===== src/include/hub75_config.svh =====
`ifndef HUB75_CONFIG_SVH
`define HUB75_CONFIG_SVH

// panel geometry
`define HUB75_N_BANKS 2
`define HUB75_N_ROWS 4 // power of two only
`define HUB75_N_COLS 8
`define HUB75_N_CHANS 3
`define HUB75_N_PLANES 4

// register reset values in clk cycles
`define HUB75_RST_PRE_LATCH 2
`define HUB75_RST_LATCH 2
`define HUB75_RST_POST_LATCH 2
`define HUB75_RST_BIT_LEN 4 // plane 0 display time

`endif


===== src/design/hub75_pkg.sv =====
`include "hub75_config.svh"

package hub75_pkg;

	typedef logic [$clog2(`HUB75_N_ROWS)-1:0] row_t;
	typedef logic [$clog2(`HUB75_N_COLS)-1:0] col_t;
	typedef logic [$clog2(`HUB75_N_BANKS)-1:0] bank_t;
	typedef logic [$clog2(`HUB75_N_PLANES)-1:0] plane_t;
	typedef logic [`HUB75_N_CHANS*`HUB75_N_PLANES-1:0] pixel_t; // bit c*planes+p
	typedef logic [`HUB75_N_BANKS*`HUB75_N_CHANS*`HUB75_N_PLANES-1:0] rd_word_t;
	typedef logic [`HUB75_N_BANKS*`HUB75_N_CHANS-1:0] pad_data_t; // bank-major
	typedef logic [7:0] len_t;
	typedef logic [2:0] reg_addr_t;

	typedef enum logic [2:0] {
		bcm_idle,
		bcm_shift,
		bcm_wait_blank,
		bcm_pre_latch,
		bcm_latch,
		bcm_post_latch,
		bcm_next
	} bcm_state_t;

	typedef enum logic [1:0] {sh_idle, sh_read, sh_data, sh_clock} shift_state_t;

	typedef enum logic [1:0] {sc_idle, sc_row, sc_wait} scan_state_t;

endpackage


===== src/design/hub75_bcm.sv =====
`timescale 1ns/1ps
`include "hub75_config.svh"

module hub75_bcm
	import hub75_pkg::*;
(
	input  logic   clk,
	input  logic   rst,
	input  row_t   ctrl_row,
	input  logic   ctrl_go,
	output logic   ctrl_rdy,
	output plane_t shift_plane,
	output logic   shift_go,
	input  logic   shift_rdy,
	output plane_t blank_plane,
	output logic   blank_go,
	input  logic   blank_rdy,
	input  len_t   pre_latch_len,
	input  len_t   latch_len,
	input  len_t   post_latch_len,
	output row_t   hub75_addr,
	output logic   hub75_le,
	output logic   blank_req
);

	localparam plane_t last_plane = plane_t'(`HUB75_N_PLANES - 1);

	bcm_state_t state;
	plane_t plane;
	len_t cnt; // shared by pre, latch and post
	logic cnt_done;

	// a length of 0 still spends one cycle in the state
	assign cnt_done = (cnt <= 8'd1);

	always_ff @(posedge clk or posedge rst) begin
		if (rst) begin
			state <= bcm_idle;
			plane <= '0;
			cnt <= '0;
			shift_go <= 1'b0;
			blank_go <= 1'b0;
			blank_req <= 1'b0;
			hub75_addr <= '0;
			hub75_le <= 1'b0;
		end else begin
			shift_go <= 1'b0;
			blank_go <= 1'b0;
			cnt <= cnt - 1'b1;
			case (state)
				bcm_idle: begin
					if (ctrl_go) begin
						plane <= '0;
						shift_go <= 1'b1;
						state <= bcm_shift;
					end
				end
				bcm_shift: begin
					if (shift_rdy && !shift_go) begin // rdy is stale while go is out
						state <= bcm_wait_blank;
					end
				end
				bcm_wait_blank: begin
					if (blank_rdy) begin // previous plane done showing
						blank_req <= 1'b1;
						cnt <= pre_latch_len;
						state <= bcm_pre_latch;
					end
				end
				bcm_pre_latch: begin
					if (cnt_done) begin
						hub75_le <= 1'b1;
						hub75_addr <= ctrl_row; // new row with the latch
						cnt <= latch_len;
						state <= bcm_latch;
					end
				end
				bcm_latch: begin
					if (cnt_done) begin
						hub75_le <= 1'b0;
						cnt <= post_latch_len;
						state <= bcm_post_latch;
					end
				end
				bcm_post_latch: begin
					if (cnt_done) begin
						blank_req <= 1'b0;
						blank_go <= 1'b1; // show this plane
						state <= bcm_next;
					end
				end
				bcm_next: begin
					if (plane != last_plane) begin
						plane <= plane + 1'b1; // shift overlaps display
						shift_go <= 1'b1;
						state <= bcm_shift;
					end else if (blank_rdy && !blank_go) begin
						state <= bcm_idle; // last plane fully shown
					end
				end
				default: state <= bcm_idle;
			endcase
		end
	end

	assign ctrl_rdy = (state == bcm_idle);
	assign shift_plane = plane;
	assign blank_plane = plane;

endmodule


===== src/design/hub75_blanking.sv =====
`timescale 1ns/1ps
`include "hub75_config.svh"

module hub75_blanking
	import hub75_pkg::*;
(
	input  logic   clk,
	input  logic   rst,
	input  plane_t ctrl_plane,
	input  logic   ctrl_go,
	output logic   ctrl_rdy,
	input  len_t   bit_len,
	input  logic   blank_req,
	output logic   hub75_blank
);

	// room for bit_len shifted by the top plane
	localparam int cnt_w = 8 + `HUB75_N_PLANES - 1;

	logic [cnt_w-1:0] cnt; // display cycles left

	always_ff @(posedge clk or posedge rst) begin
		if (rst) begin
			cnt <= '0;
			hub75_blank <= 1'b1; // dark out of reset
		end else begin
			if (ctrl_go) begin
				cnt <= {{(cnt_w-8){1'b0}}, bit_len} << ctrl_plane; // weight 2^p
			end else if (cnt != '0) begin
				cnt <= cnt - 1'b1;
			end
			hub75_blank <= (cnt == '0) | blank_req;
		end
	end

	assign ctrl_rdy = (cnt == '0);

endmodule


===== src/design/hub75_cfg_regs.sv =====
`timescale 1ns/1ps
`include "hub75_config.svh"

module hub75_cfg_regs
	import hub75_pkg::*;
(
	input  logic      clk,
	input  logic      rst,
	input  logic      cfg_we,
	input  reg_addr_t cfg_addr,
	input  len_t      cfg_wdata,
	output len_t      pre_latch_len,
	output len_t      latch_len,
	output len_t      post_latch_len,
	output len_t      bit_len,
	output logic      run
);

	localparam reg_addr_t addr_pre = 3'd0;
	localparam reg_addr_t addr_latch = 3'd1;
	localparam reg_addr_t addr_post = 3'd2;
	localparam reg_addr_t addr_bit = 3'd3;
	localparam reg_addr_t addr_ctrl = 3'd4;

	always_ff @(posedge clk or posedge rst) begin
		if (rst) begin
			pre_latch_len <= len_t'(`HUB75_RST_PRE_LATCH);
			latch_len <= len_t'(`HUB75_RST_LATCH);
			post_latch_len <= len_t'(`HUB75_RST_POST_LATCH);
			bit_len <= len_t'(`HUB75_RST_BIT_LEN);
			run <= 1'b0; // panel stays dark until enabled
		end else if (cfg_we) begin
			case (cfg_addr)
				addr_pre: pre_latch_len <= cfg_wdata;
				addr_latch: latch_len <= cfg_wdata;
				addr_post: post_latch_len <= cfg_wdata;
				addr_bit: bit_len <= cfg_wdata;
				addr_ctrl: run <= cfg_wdata[0];
				default: ; // unmapped address dropped
			endcase
		end
	end

endmodule


===== src/design/hub75_framebuffer.sv =====
`timescale 1ns/1ps
`include "hub75_config.svh"

module hub75_framebuffer
	import hub75_pkg::*;
(
	input  logic     clk,
	input  logic     rst,
	input  bank_t    wr_bank,
	input  row_t     wr_row,
	input  col_t     wr_col,
	input  pixel_t   wr_data,
	input  logic     wr_en,
	input  row_t     rd_row,
	input  col_t     rd_col,
	input  logic     rd_en,
	output rd_word_t rd_data,
	input  logic     frame_swap
);

	localparam int pix_w = `HUB75_N_CHANS * `HUB75_N_PLANES;

	// [buffer][bank][row][col]
	pixel_t mem [2][`HUB75_N_BANKS][`HUB75_N_ROWS][`HUB75_N_COLS];
	logic front; // buffer being scanned

	always_ff @(posedge clk or posedge rst) begin
		if (rst) begin
			front <= 1'b0;
		end else if (frame_swap) begin
			front <= ~front; // back becomes front
		end
	end

	// writer only ever touches the back buffer
	always_ff @(posedge clk) begin
		if (wr_en) begin
			mem[~front][wr_bank][wr_row][wr_col] <= wr_data;
		end
	end

	// one read returns the same pixel of every bank
	always_ff @(posedge clk) begin
		if (rd_en) begin
			for (int b = 0; b < `HUB75_N_BANKS; b++) begin
				rd_data[b*pix_w +: pix_w] <= mem[front][b][rd_row][rd_col];
			end
		end
	end

endmodule


===== src/design/hub75_scan.sv =====
`timescale 1ns/1ps
`include "hub75_config.svh"

module hub75_scan
	import hub75_pkg::*;
(
	input  logic clk,
	input  logic rst,
	input  logic run,
	input  logic frame_swap,
	output logic frame_rdy,
	output logic fb_swap,
	output row_t bcm_row,
	output logic bcm_go,
	input  logic bcm_rdy
);

	localparam row_t last_row = row_t'(`HUB75_N_ROWS - 1);

	scan_state_t state;
	row_t row;
	logic pending; // swap requested, not yet applied
	logic frame_end;
	logic release_swap;

	always_comb begin
		// idle counts as frame end so a swap goes through while stopped
		frame_end = (state == sc_idle) |
			((state == sc_wait) & bcm_rdy & (row == last_row));
		release_swap = pending & frame_end;
	end

	always_ff @(posedge clk or posedge rst) begin
		if (rst) begin
			state <= sc_idle;
			row <= '0;
			pending <= 1'b0;
			fb_swap <= 1'b0;
			bcm_go <= 1'b0;
		end else begin
			pending <= frame_swap | (pending & ~release_swap);
			fb_swap <= release_swap; // same cycle as frame_rdy rising
			bcm_go <= 1'b0;
			case (state)
				sc_idle: begin
					if (run && !pending) begin // new frame
						bcm_go <= 1'b1;
						state <= sc_row;
					end
				end
				sc_row: state <= sc_wait; // let bcm drop rdy
				sc_wait: begin
					if (bcm_rdy) begin
						if (row == last_row) begin
							row <= '0;
							state <= sc_idle;
						end else begin
							row <= row + 1'b1; // linear scan
							bcm_go <= 1'b1;
							state <= sc_row;
						end
					end
				end
				default: state <= sc_idle;
			endcase
		end
	end

	assign frame_rdy = ~pending;
	assign bcm_row = row;

endmodule


===== src/design/hub75_shift.sv =====
`timescale 1ns/1ps
`include "hub75_config.svh"

module hub75_shift
	import hub75_pkg::*;
(
	input  logic      clk,
	input  logic      rst,
	input  row_t      ctrl_row,
	input  plane_t    ctrl_plane,
	input  logic      ctrl_go,
	output logic      ctrl_rdy,
	output row_t      ram_row,
	output col_t      ram_col,
	output logic      ram_rden,
	input  rd_word_t  ram_data,
	output pad_data_t hub75_data,
	output logic      hub75_clk
);

	localparam int pix_w = `HUB75_N_CHANS * `HUB75_N_PLANES;
	localparam col_t last_col = col_t'(`HUB75_N_COLS - 1);

	shift_state_t state;
	col_t col;
	pad_data_t pick; // one plane of every bank and channel

	always_comb begin
		for (int b = 0; b < `HUB75_N_BANKS; b++) begin
			for (int c = 0; c < `HUB75_N_CHANS; c++) begin
				pick[b*`HUB75_N_CHANS + c] =
					ram_data[b*pix_w + c*`HUB75_N_PLANES + int'(ctrl_plane)];
			end
		end
	end

	always_ff @(posedge clk or posedge rst) begin
		if (rst) begin
			state <= sh_idle;
			col <= '0;
			hub75_data <= '0;
			hub75_clk <= 1'b0;
		end else begin
			hub75_clk <= (state == sh_clock); // one cycle after data
			case (state)
				sh_idle: begin
					if (ctrl_go) begin
						col <= '0;
						state <= sh_read;
					end
				end
				sh_read: state <= sh_data; // word back next cycle
				sh_data: begin
					hub75_data <= pick;
					state <= sh_clock;
				end
				sh_clock: begin
					if (col == last_col) begin
						state <= sh_idle;
					end else begin
						col <= col + 1'b1;
						state <= sh_read;
					end
				end
				default: state <= sh_idle;
			endcase
		end
	end

	assign ctrl_rdy = (state == sh_idle);
	assign ram_row = ctrl_row;
	assign ram_col = col;
	assign ram_rden = (state == sh_read);

endmodule


===== src/design/hub75_top.sv =====
`timescale 1ns/1ps
`include "hub75_config.svh"

module hub75_top
	import hub75_pkg::*;
(
	input  logic      clk,
	input  logic      rst,
	output row_t      hub75_addr,
	output pad_data_t hub75_data,
	output logic      hub75_clk,
	output logic      hub75_le,
	output logic      hub75_blank,
	input  bank_t     fbw_bank,
	input  row_t      fbw_row,
	input  col_t      fbw_col,
	input  pixel_t    fbw_data,
	input  logic      fbw_wren,
	input  logic      frame_swap,
	output logic      frame_rdy,
	input  logic      cfg_we,
	input  reg_addr_t cfg_addr,
	input  len_t      cfg_wdata
);

	// config
	len_t pre_latch_len, latch_len, post_latch_len, bit_len;
	logic run;

	// frame buffer read side
	row_t rd_row;
	col_t rd_col;
	logic rd_en;
	rd_word_t rd_data;
	logic fb_swap;

	// scan / bcm / shift / blanking strobes
	row_t bcm_row;
	logic bcm_go, bcm_rdy;
	plane_t shift_plane, blank_plane;
	logic shift_go, shift_rdy;
	logic blank_go, blank_rdy, blank_req;

	hub75_framebuffer i_fb (
		.clk(clk),
		.rst(rst),
		.wr_bank(fbw_bank), // back buffer only
		.wr_row(fbw_row),
		.wr_col(fbw_col),
		.wr_data(fbw_data),
		.wr_en(fbw_wren),
		.rd_row(rd_row), // from shifter
		.rd_col(rd_col),
		.rd_en(rd_en),
		.rd_data(rd_data),
		.frame_swap(fb_swap) // from scan, at frame end
	);

	hub75_scan i_scan (
		.clk(clk),
		.rst(rst),
		.run(run),
		.frame_swap(frame_swap),
		.frame_rdy(frame_rdy),
		.fb_swap(fb_swap),
		.bcm_row(bcm_row),
		.bcm_go(bcm_go),
		.bcm_rdy(bcm_rdy)
	);

	hub75_cfg_regs i_cfg (
		.clk(clk),
		.rst(rst),
		.cfg_we(cfg_we),
		.cfg_addr(cfg_addr),
		.cfg_wdata(cfg_wdata),
		.pre_latch_len(pre_latch_len),
		.latch_len(latch_len),
		.post_latch_len(post_latch_len),
		.bit_len(bit_len),
		.run(run)
	);

	hub75_bcm i_bcm (
		.clk(clk),
		.rst(rst),
		.ctrl_row(bcm_row),
		.ctrl_go(bcm_go),
		.ctrl_rdy(bcm_rdy),
		.shift_plane(shift_plane),
		.shift_go(shift_go),
		.shift_rdy(shift_rdy),
		.blank_plane(blank_plane),
		.blank_go(blank_go),
		.blank_rdy(blank_rdy),
		.pre_latch_len(pre_latch_len),
		.latch_len(latch_len),
		.post_latch_len(post_latch_len),
		.hub75_addr(hub75_addr), // pad
		.hub75_le(hub75_le), // pad
		.blank_req(blank_req)
	);

	hub75_shift i_shift (
		.clk(clk),
		.rst(rst),
		.ctrl_row(bcm_row), // same row the bcm latches
		.ctrl_plane(shift_plane),
		.ctrl_go(shift_go),
		.ctrl_rdy(shift_rdy),
		.ram_row(rd_row),
		.ram_col(rd_col),
		.ram_rden(rd_en),
		.ram_data(rd_data),
		.hub75_data(hub75_data), // pad
		.hub75_clk(hub75_clk) // pad
	);

	hub75_blanking i_blank (
		.clk(clk),
		.rst(rst),
		.ctrl_plane(blank_plane),
		.ctrl_go(blank_go),
		.ctrl_rdy(blank_rdy),
		.bit_len(bit_len),
		.blank_req(blank_req),
		.hub75_blank(hub75_blank) // pad
	);

endmodule


===== config.mk =====
export PLATFORM = sky130hd
export DESIGN_NAME = hub75_top
export DESIGN_NICKNAME = d
export VERILOG_FILES = /design/src/design/hub75_pkg.sv /design/src/design/hub75_bcm.sv /design/src/design/hub75_blanking.sv /design/src/design/hub75_cfg_regs.sv /design/src/design/hub75_framebuffer.sv /design/src/design/hub75_scan.sv /design/src/design/hub75_shift.sv /design/src/design/hub75_top.sv
export VERILOG_INCLUDE_DIRS = /design/src /design/src/include
export SDC_FILE = /design/constraint.sdc
export NUM_CORES = 2
export LEC_CHECK = 0
export ABC_AREA = 1
export CAP_MARGIN = 30
export CORE_UTILIZATION = 55
export CTS_CLUSTER_SIZE = 16
export DETAILED_ROUTE_END_ITERATION = 8
export DONT_BUFFER_PORTS = 1
export MAX_ROUTING_LAYER = met4
export PLACE_DENSITY = 0.7
export SYNTH_ARGS = -nofsm -noshare
export SYNTH_HDL_FRONTEND = slang
export SYNTH_SLANG_ARGS = --single-unit

===== constraint.sdc =====
create_clock -name clk -period 5.3 [get_ports clk]
set_input_delay 0.265 -clock clk [delete_from_list [all_inputs] [get_ports clk]]
set_output_delay 0.265 -clock clk [all_outputs]
set_load 0.005 [all_outputs]

* Word level (Yosys, flattened, before mapping)
Memory sizes are Yosys's and may differ from the RTL's.
Cells that the tools add are included.
** Storage, ports and cells
- Bits of input ports :: 34
- Word-level logic and storage cells :: 211
- Output and inout port bits :: 12
- RAM bits :: 1536
- Register bits after elaboration :: 108
- Memories :: 1
** Memories
- i_fb.mem :: words 2, bits a word 768, rd ports 1, clocked after Yosys merged registers in 0, wr ports 1, line hub75_framebuffer.sv:24 : pixel_t mem [2][`HUB75_N_BANKS][`HUB75_N_ROWS][`HUB75_N_COLS];
** Cells by class
- $lt $le $gt $ge :: 15
- Equal/unequal tests :: 30
- Reductions and logical operators :: 33
- Bitwise logic cells :: 15
- Add/subtract/negate cells :: 10
- Shift-type cells :: 1
- Multiplexer cells :: 80
** Operators with widths (number)
- 768-bit 2-to-1 mux :: 1
- 96-bit 2-to-1 mux :: 5
- 96-bit binary-select mux with 2-bit select :: 2
- 384-bit demux with 1-bit select :: 1
- 384-bit 2-to-1 mux :: 1
- 96-bit demux with 2-bit select :: 1
- 32-bit by 7-bit < comparator with 1-bit output, second input constant :: 5
- 12-bit binary-select mux with 3-bit select :: 2
- 12-bit 2-to-1 mux :: 5
- 12-bit demux with 3-bit select :: 1
- 3-bit 2-to-1 mux :: 10
- 1-bit binary-select mux with 5-bit select :: 5
- 1-bit 2-to-1 mux :: 24
- 8-bit 2-to-1 mux :: 3
- 8-bit one-hot mux with 3 select lines :: 1
- 11-bit 2-to-1 mux :: 2
- 3-bit one-hot mux with 7 select lines :: 1
- 2-bit by 1-bit != test with 1-bit output, second input constant :: 9
- 2-bit AND reduction :: 8
- 3-bit == test, second input constant :: 5
- 5-bit by 2-bit adder with 6-bit output, first input constant :: 2
- 3-bit by 2-bit == test with 1-bit output, second input constant :: 4
- 2-bit 2-to-1 mux :: 6
- 3-bit AND reduction :: 4
- other kinds (40) :: 76

* Longest topological paths before layout
- Depth after elaboration :: 10
- Gate-level depth with buffers :: 13
- Depth with buffers taken out :: 12

* Modules after synthesis
From an unflattened synthesis, not the netlist that was laid out.
** Unflattened totals
- Cells, all modules :: 6106
- Area, all modules :: 68430.6 um^2
** By module, submodules not included
- hub75_framebuffer :: seq. area each 46870.0 um^2, area each 63559.7 um^2, cells each 5405, times used 1
- hub75_cfg_regs :: seq. area each 830.8 um^2, area each 1395.1 um^2, cells each 155, times used 1
- hub75_bcm :: seq. area each 475.5 um^2, area each 1372.6 um^2, cells each 219, times used 1
- hub75_blanking :: seq. area each 301.5 um^2, area each 944.7 um^2, cells each 159, times used 1
- hub75_shift :: seq. area each 300.3 um^2, area each 857.1 um^2, cells each 135, times used 1
- hub75_scan :: seq. area each 175.2 um^2, area each 301.5 um^2, cells each 33, times used 1

* Worst setup path before layout
OpenSTA, ideal clock, no wires.
- Path type :: flip-flop to flip-flop
- Start point :: reg i_fb.front
- End point :: mem i_fb.mem[0][468] in the netlist's numbering (enable)
- Data required time :: 4.904 ns
- Path slack :: 2.828 ns
- Library setup time :: 0.396 ns
- Arrival :: 2.076 ns
- Stages on the path, launching flop included :: 9
- Path buffers :: 6
- Period minus slack after synthesis :: 2.472 ns
- Cells stage by stage :: dfrtp_1 buf_4 inv_4 buf_8 buf_6 buf_6 buf_4 buf_6 nor3_1
** On the way
- Cells in the longest elaborated chain, start to end :: 1
** RTL lines
- from (decl) :: line hub75_framebuffer.sv:25 : logic front;
- from (signal assigned) :: line hub75_framebuffer.sv:31 : front <= ~front;
- 1-bit inverter :: line hub75_framebuffer.sv:38 : mem[~front][wr_bank][wr_row][wr_col] <= wr_data;
- to (decl) :: line hub75_framebuffer.sv:24
Every way passes these cells.

* Final worst setup path
- Start point :: reg i_fb.front
- End point :: reg i_fb.rd_data[17], data pin
** On the way
- Cells in the longest elaborated chain, start to end :: 7
** RTL lines
- memory 2 x 768 bit
- 96-bit binary-select mux with 2-bit select :: line hub75_framebuffer.sv:46 : rd_data[b*pix_w +: pix_w] <= mem[front][b][rd_row][rd_col];
- 96-bit 2-to-1 mux (implied by the code) (2 in series) :: line hub75_framebuffer.sv:46
- 12-bit binary-select mux with 3-bit select :: line hub75_framebuffer.sv:46
- 12-bit 2-to-1 mux (implied by the code) (2 in series) :: line hub75_framebuffer.sv:46
- to (signal, indexed assignment) :: line hub75_framebuffer.sv:46
- to (decl) :: line hub75_framebuffer.sv:17 : output rd_word_t rd_data,
Every way passes these cells. The select of a mux whose other input is x is not followed.
A chain may end at the register's enable or synchronous reset.

==> results.md <==
Run status:
- The flow ran to the end, and the final reports show no timing, DRC or antenna violations.

Timing:
- The period utilization is 0.6809.
- The minimum setup slack in the final design is 1.691 ns.
- At the pin with the least slew margin, the transition time is ~1.0 ns.
- The clock period could shrink to 3.609 ns.
- Setup repair after global routing left no endpoint under its margin.
- The largest clock skew in the final design is 0.02959 ns.
- The max-slew violation count is 0.
- The number of setup violations in the final report is 0.
- The worst max-slew margin expressed relative to the limit is 0.3048.
- The maximum clock frequency is around 280 MHz.
- The total negative setup slack is 0 ns.
- The total count of hold-check failures in the final report is 0.

Pwr:
- The analysis attributes to cell leakage a power of 27.79 nW.
- The worst-case IR drop observed on VDD is 0.0005828 V.
- The power per standard cell area is 505.3 nW/um2.
- The share of total power dissipated in combinational logic is 0.310.
- For this design the total switching power over the nets is roughly 0.014 W.
- The internal power contribution is between 0.02 and 0.025 W.
- Of the total power, the share spent switching nets is 0.3642.
- The clock power share is 0.291.
- The completed layout was analyzed and its total power is 0.03811 W.
- The sequential power share is 0.399.

Setup path:
- The critical path is of the flop to flop type.
- Setup slack on the worst reg-to-reg path comes out at 1.69 ns.
- The cell at the slowest stage of the critical path is dfrtp_4.
- The critical path contains buffers and inverters numbering 2 combined.
- The delay of the slowest cell on the worst path is 0.75 ns.
- At the worst endpoint, the arrival time is ~4.3 ns.
- The launching point of the worst reg2reg path is i_fb.front$_DFFE_PP0P_.
- STA classifies the critical path startpoint as a flop.
- Data on the critical path is required at its endpoint by 5.94 ns.
- The worst-case reg-to-reg path depth is 10.
- The worst setup path is captured at a flop.
- The cell family contributing the most delay on the critical path is buffers and inverters.
- The top fanout value on the critical path is 239.
- In this run the critical register-to-register path is captured at i_fb.rd_data[17]$_DFFE_PN_.
- Traced cell by cell, the critical path runs through inv_16 -> buf_4 -> nand2_1 -> nand3_1 -> nand3_1 -> nand2_1 -> nand2_1 -> nand3_1 -> nand3_1 -> nand2_1.

Routing:
- For this block, the routed nets add up to 173.2 mm of wire.
- Using the TritonRoute via totals, the vias-per-cell ratio works out to 5.857.
- The detailed router finished its first iteration with 6,026 violations.
- The final route contains 45,160 vias.
- The iteration count of the initial detailed-routing pass is 7.
- After detailed routing, the average wire length per cell comes to 22.46 um.
- The post-route antenna net violation count is 0.
- The remaining design rule violation count is 0.

Floorplan:
- The count of standard-cell rows is 128.
- In this run the count of I/O pins placed on the die edge is 46.
- The floorplan step defined a core boundary enclosing between 100,000 and 150,000 um2.
- The area of the die is 124,800 um2.
- The die height is 353.3 um.
- The initial utilization of the core area, before any placement, comes to 0.5561.
- The die extent in x is 353.3 um.

Global routing:
- For this run the aggregate overflow at the end of global routing stands at 0.
- The global-route wire length before repair is 260.4 mm.
- In the global route stage, met3 resource usage came out at 0.05426.
- The number of antenna violations at the first check in global routing is 2.
- The number of global-route vias before repair came to 42,770.
- After global routing, the most crowded layer is met2.
- For met2 alone, demand over resource in global routing was 0.4304.
- The met1 usage is 0.3840.
- The largest net degree at the start of global routing is 240.
- In the global route stage, overall resource usage came out at 0.2843.

Clock tree:
- In this run the post-CTS setup repair buffer count came out at 0.
- The clock network latency to the later pin of the worst-skew pair is 0.80 ns.
- The CTS root buffer is clkbuf_16.
- The maximum root-to-sink buffer count is 3.
- After clock tree synthesis, the repair step resized 0 gates.
- The total number of clock tree sinks is around 1,600.
- The number of H-tree branching levels is 4.
- Clock-pin slew was measured on the worst setup and hold paths at ~0.060 ns.
- TritonCTS built the clock tree.
- The number of buffers added by the clock tree synthesis step is about 160.
- For this design, the CTS-stage hold fixing added 46 buffers.

Final layout:
- Of the cells placed in the final design, the portion with a size suffix greater than 1 is 0.07299.
- The net count of the finished layout is around 6,000.
- The multi-input combinational cells in the finished layout cover a total of 16,580 um2.
- Relative to the synthesized area, the layout overhead comes to 11.13%.
- The footprint of the flip-flops and latches is 48,970 um2.
- The library cells used most frequently in the layout, excluding fill and tap cells, are 2,128 x nand2_1, 1,560 x edfxtp_1, 1,342 x nand3_1, 204 x nor2_1, 169 x clkbuf_16.
- The most frequent standard cell in the layout excluding fill and tap cells is nand2_1.
- After filler insertion, the fill cell instance count of the layout stands at 9,214.
- The count of placed standard cells in the final layout, fillers left out is 7,710.

Min path:
- The worst hold path startpoint is fbw_col[2].
- The count of cells along the worst hold path is 3.
- The worst-case hold path end point is i_fb.mem[1][451]$_DFFE_PP_.
- The kind of path behind the tightest hold check is input pin to flop.

Synth:
- The number of nets handed over by synthesis was 5,978.
- The share of synthesized flip-flops with an asynchronous set or reset is 0.05109.
- The post-synthesis cell area is 67,860 um2.
- In this run, synthesis inferred 1,560 flip-flops with an integrated enable.
- In the synthesized netlist, the number of instances is 5,932.
- The post-synthesis area per instance is 11.44 um2.
- The most used flip-flop cell after synthesis is edfxtp_1.
- The share of the Yosys chip area taken by registers is 0.7214.
- After synthesis, the netlist uses 39 different library cells.
- The total of warnings raised by yosys is 0.
- After synthesis the netlist holds a flip-flop and latch count of 1,644.

Run:
- The tool flagged a number of max-cap violations equal to 0.

Placed design:
- During placement, the flow inserted port buffers numbering 0.
- The total placed cells including tap cells is 7,365.
- The sum of net half-perimeters after detailed placement is 94.97 mm.
- The post-placement worst setup slack is 1.740 ns.
- At the end of routability-driven placement, the weighted congestion stood at about 0.85.
[tightest hold or removal path, delay by kind of cell]
| kind | cells | cell delay, ns |
|---|---|---|
| simple gates | 3 | 0.35 |
[metal layers]
| layer | vias up | wire, um | share of wire |
|---|---|---|---|
| met4 | 0 | 6715 | 0.039 |
| met3 | 368 | 16410 | 0.095 |
| met5 | - | 0 | 0 |
| met1 | 21890 | 68980 | 0.40 |
| met2 | 2213 | 81060 | 0.47 |
| li1 | 20680 | - | - |
[worst max-delay path by stage]
| stage | from | depth (start not counted) | end | slack, ns |
|---|---|---|---|---|
| finish | i_fb.front$_DFFE_PP0P_ | 10 | i_fb.rd_data[17]$_DFFE_PN_ | 1.69 |
| CTS | i_fb.front$_DFFE_PP0P_ | 10 | i_fb.rd_data[17]$_DFFE_PN_ | 1.70 |
| floorplan | i_fb.front$_DFFE_PP0P_ | 8 | i_fb.mem[0][468]$_DFFE_PP_ | 2.83 |
| detailed placement | i_scan.bcm_row[0]$_DFFE_PP0N_ | 9 | i_fb.rd_data[17]$_DFFE_PN_ | 1.74 |
| global route | i_fb.front$_DFFE_PP0P_ | 10 | i_fb.rd_data[17]$_DFFE_PN_ | 1.51 |
| global placement | i_fb.front$_DFFE_PP0P_ | 10 | i_fb.rd_data[18]$_DFFE_PN_ | 1.76 |
[cell type report]
class,count,share of cell area
clock buffers,220,0.05901
diodes,2,0.00006636
inverters,82,0.004496
clock inverters,76,0.008395
well taps,1625,0.02696
repair buffers,220,0.03190
multi-input cells,3841,0.2198
flip-flops and latches,1644,0.6493
[cells in the mapped netlist, types with 5 or more instances]
| cell type | n | share of area |
|---|---|---|
| buf_6 | 38 | 0.0063 |
| edfxtp_1 | 1560 | 0.69 |
| ha_1 | 12 | 0.0022 |
| buf_1 | 24 | 0.0013 |
| clkbuf_1 | 74 | 0.0041 |
| buf_2 | 187 | 0.014 |
| buf_4 | 38 | 0.0042 |
| nor3_1 | 21 | 0.0015 |
| nor2_1 | 207 | 0.011 |
| a31oi_1 | 8 | 0.00074 |
| or2_2 | 5 | 0.00046 |
| dfrtp_1 | 79 | 0.029 |
| a21oi_1 | 12 | 0.00089 |
| clkinv_1 | 5 | 0.00028 |
| dfstp_2 | 5 | 0.0019 |
| nand3_1 | 1342 | 0.099 |
| nand2_1 | 2128 | 0.12 |
| nand3b_1 | 5 | 0.00055 |
| nand4_1 | 6 | 0.00055 |
| o21ai_0 | 69 | 0.0051 |
| inv_1 | 73 | 0.0040 |
| xor2_1 | 9 | 0.0012 |
[state kept, by name, indices dropped and copies added (netlist names), 3 cells and up]
name                  cells
i_bcm.cnt                 8
i_blank.cnt              11
i_shift.ram_col           3
i_fb.mem               1536
i_cfg.bit_len             8
i_bcm.state               3
i_cfg.post_latch_len      8
i_cfg.latch_len           8
i_cfg.pre_latch_len       8
i_fb.rd_data             24
i_shift.hub75_data        6
[logic make-up (layout without fill, tap and decap cells)]
| family | Yosys count | in the layout | share of synthesized area |
|---|---|---|---|
| xor+xnor | 10 | 10 | 0.001291 |
| mux | 1 | 1 | 0.0001475 |
| compound gates | 101 | 101 | 0.008095 |
| fa+ha+maj | 12 | 12 | 0.002213 |
| other cells | 0 | 2 | 0 |
| buf+inv | 447 | 598 | 0.03525 |
| simple gates | 3717 | 3717 | 0.2316 |
| flops | 1644 | 1644 | 0.7214 |
[per-stage QoR]
stage                     hold WS, ns  utilization  cell area [um2]
final                         0.03679       0.6180            75410
after global routing          0.03368       0.6180            75410
after CTS                    0.002754       0.6178            75400
after detailed placement       0.2694       0.5706            69630
after global placement         0.2747       0.5636            68780
after floorplan                0.3639            -            67860
[power groups by stage]
stage | logic, W | registers, W | clock network [W]
floorplan | 0.00859 | 0.0151 | 0
global placement | 0.0112 | 0.0155 | 0
detailed placement | 0.0114 | 0.0155 | 0
CTS | 0.0117 | 0.0152 | 0.0112
global route | 0.0130 | 0.0153 | 0.0117
finish | 0.0118 | 0.0152 | 0.0111
(Power assumes the default switching activity.)
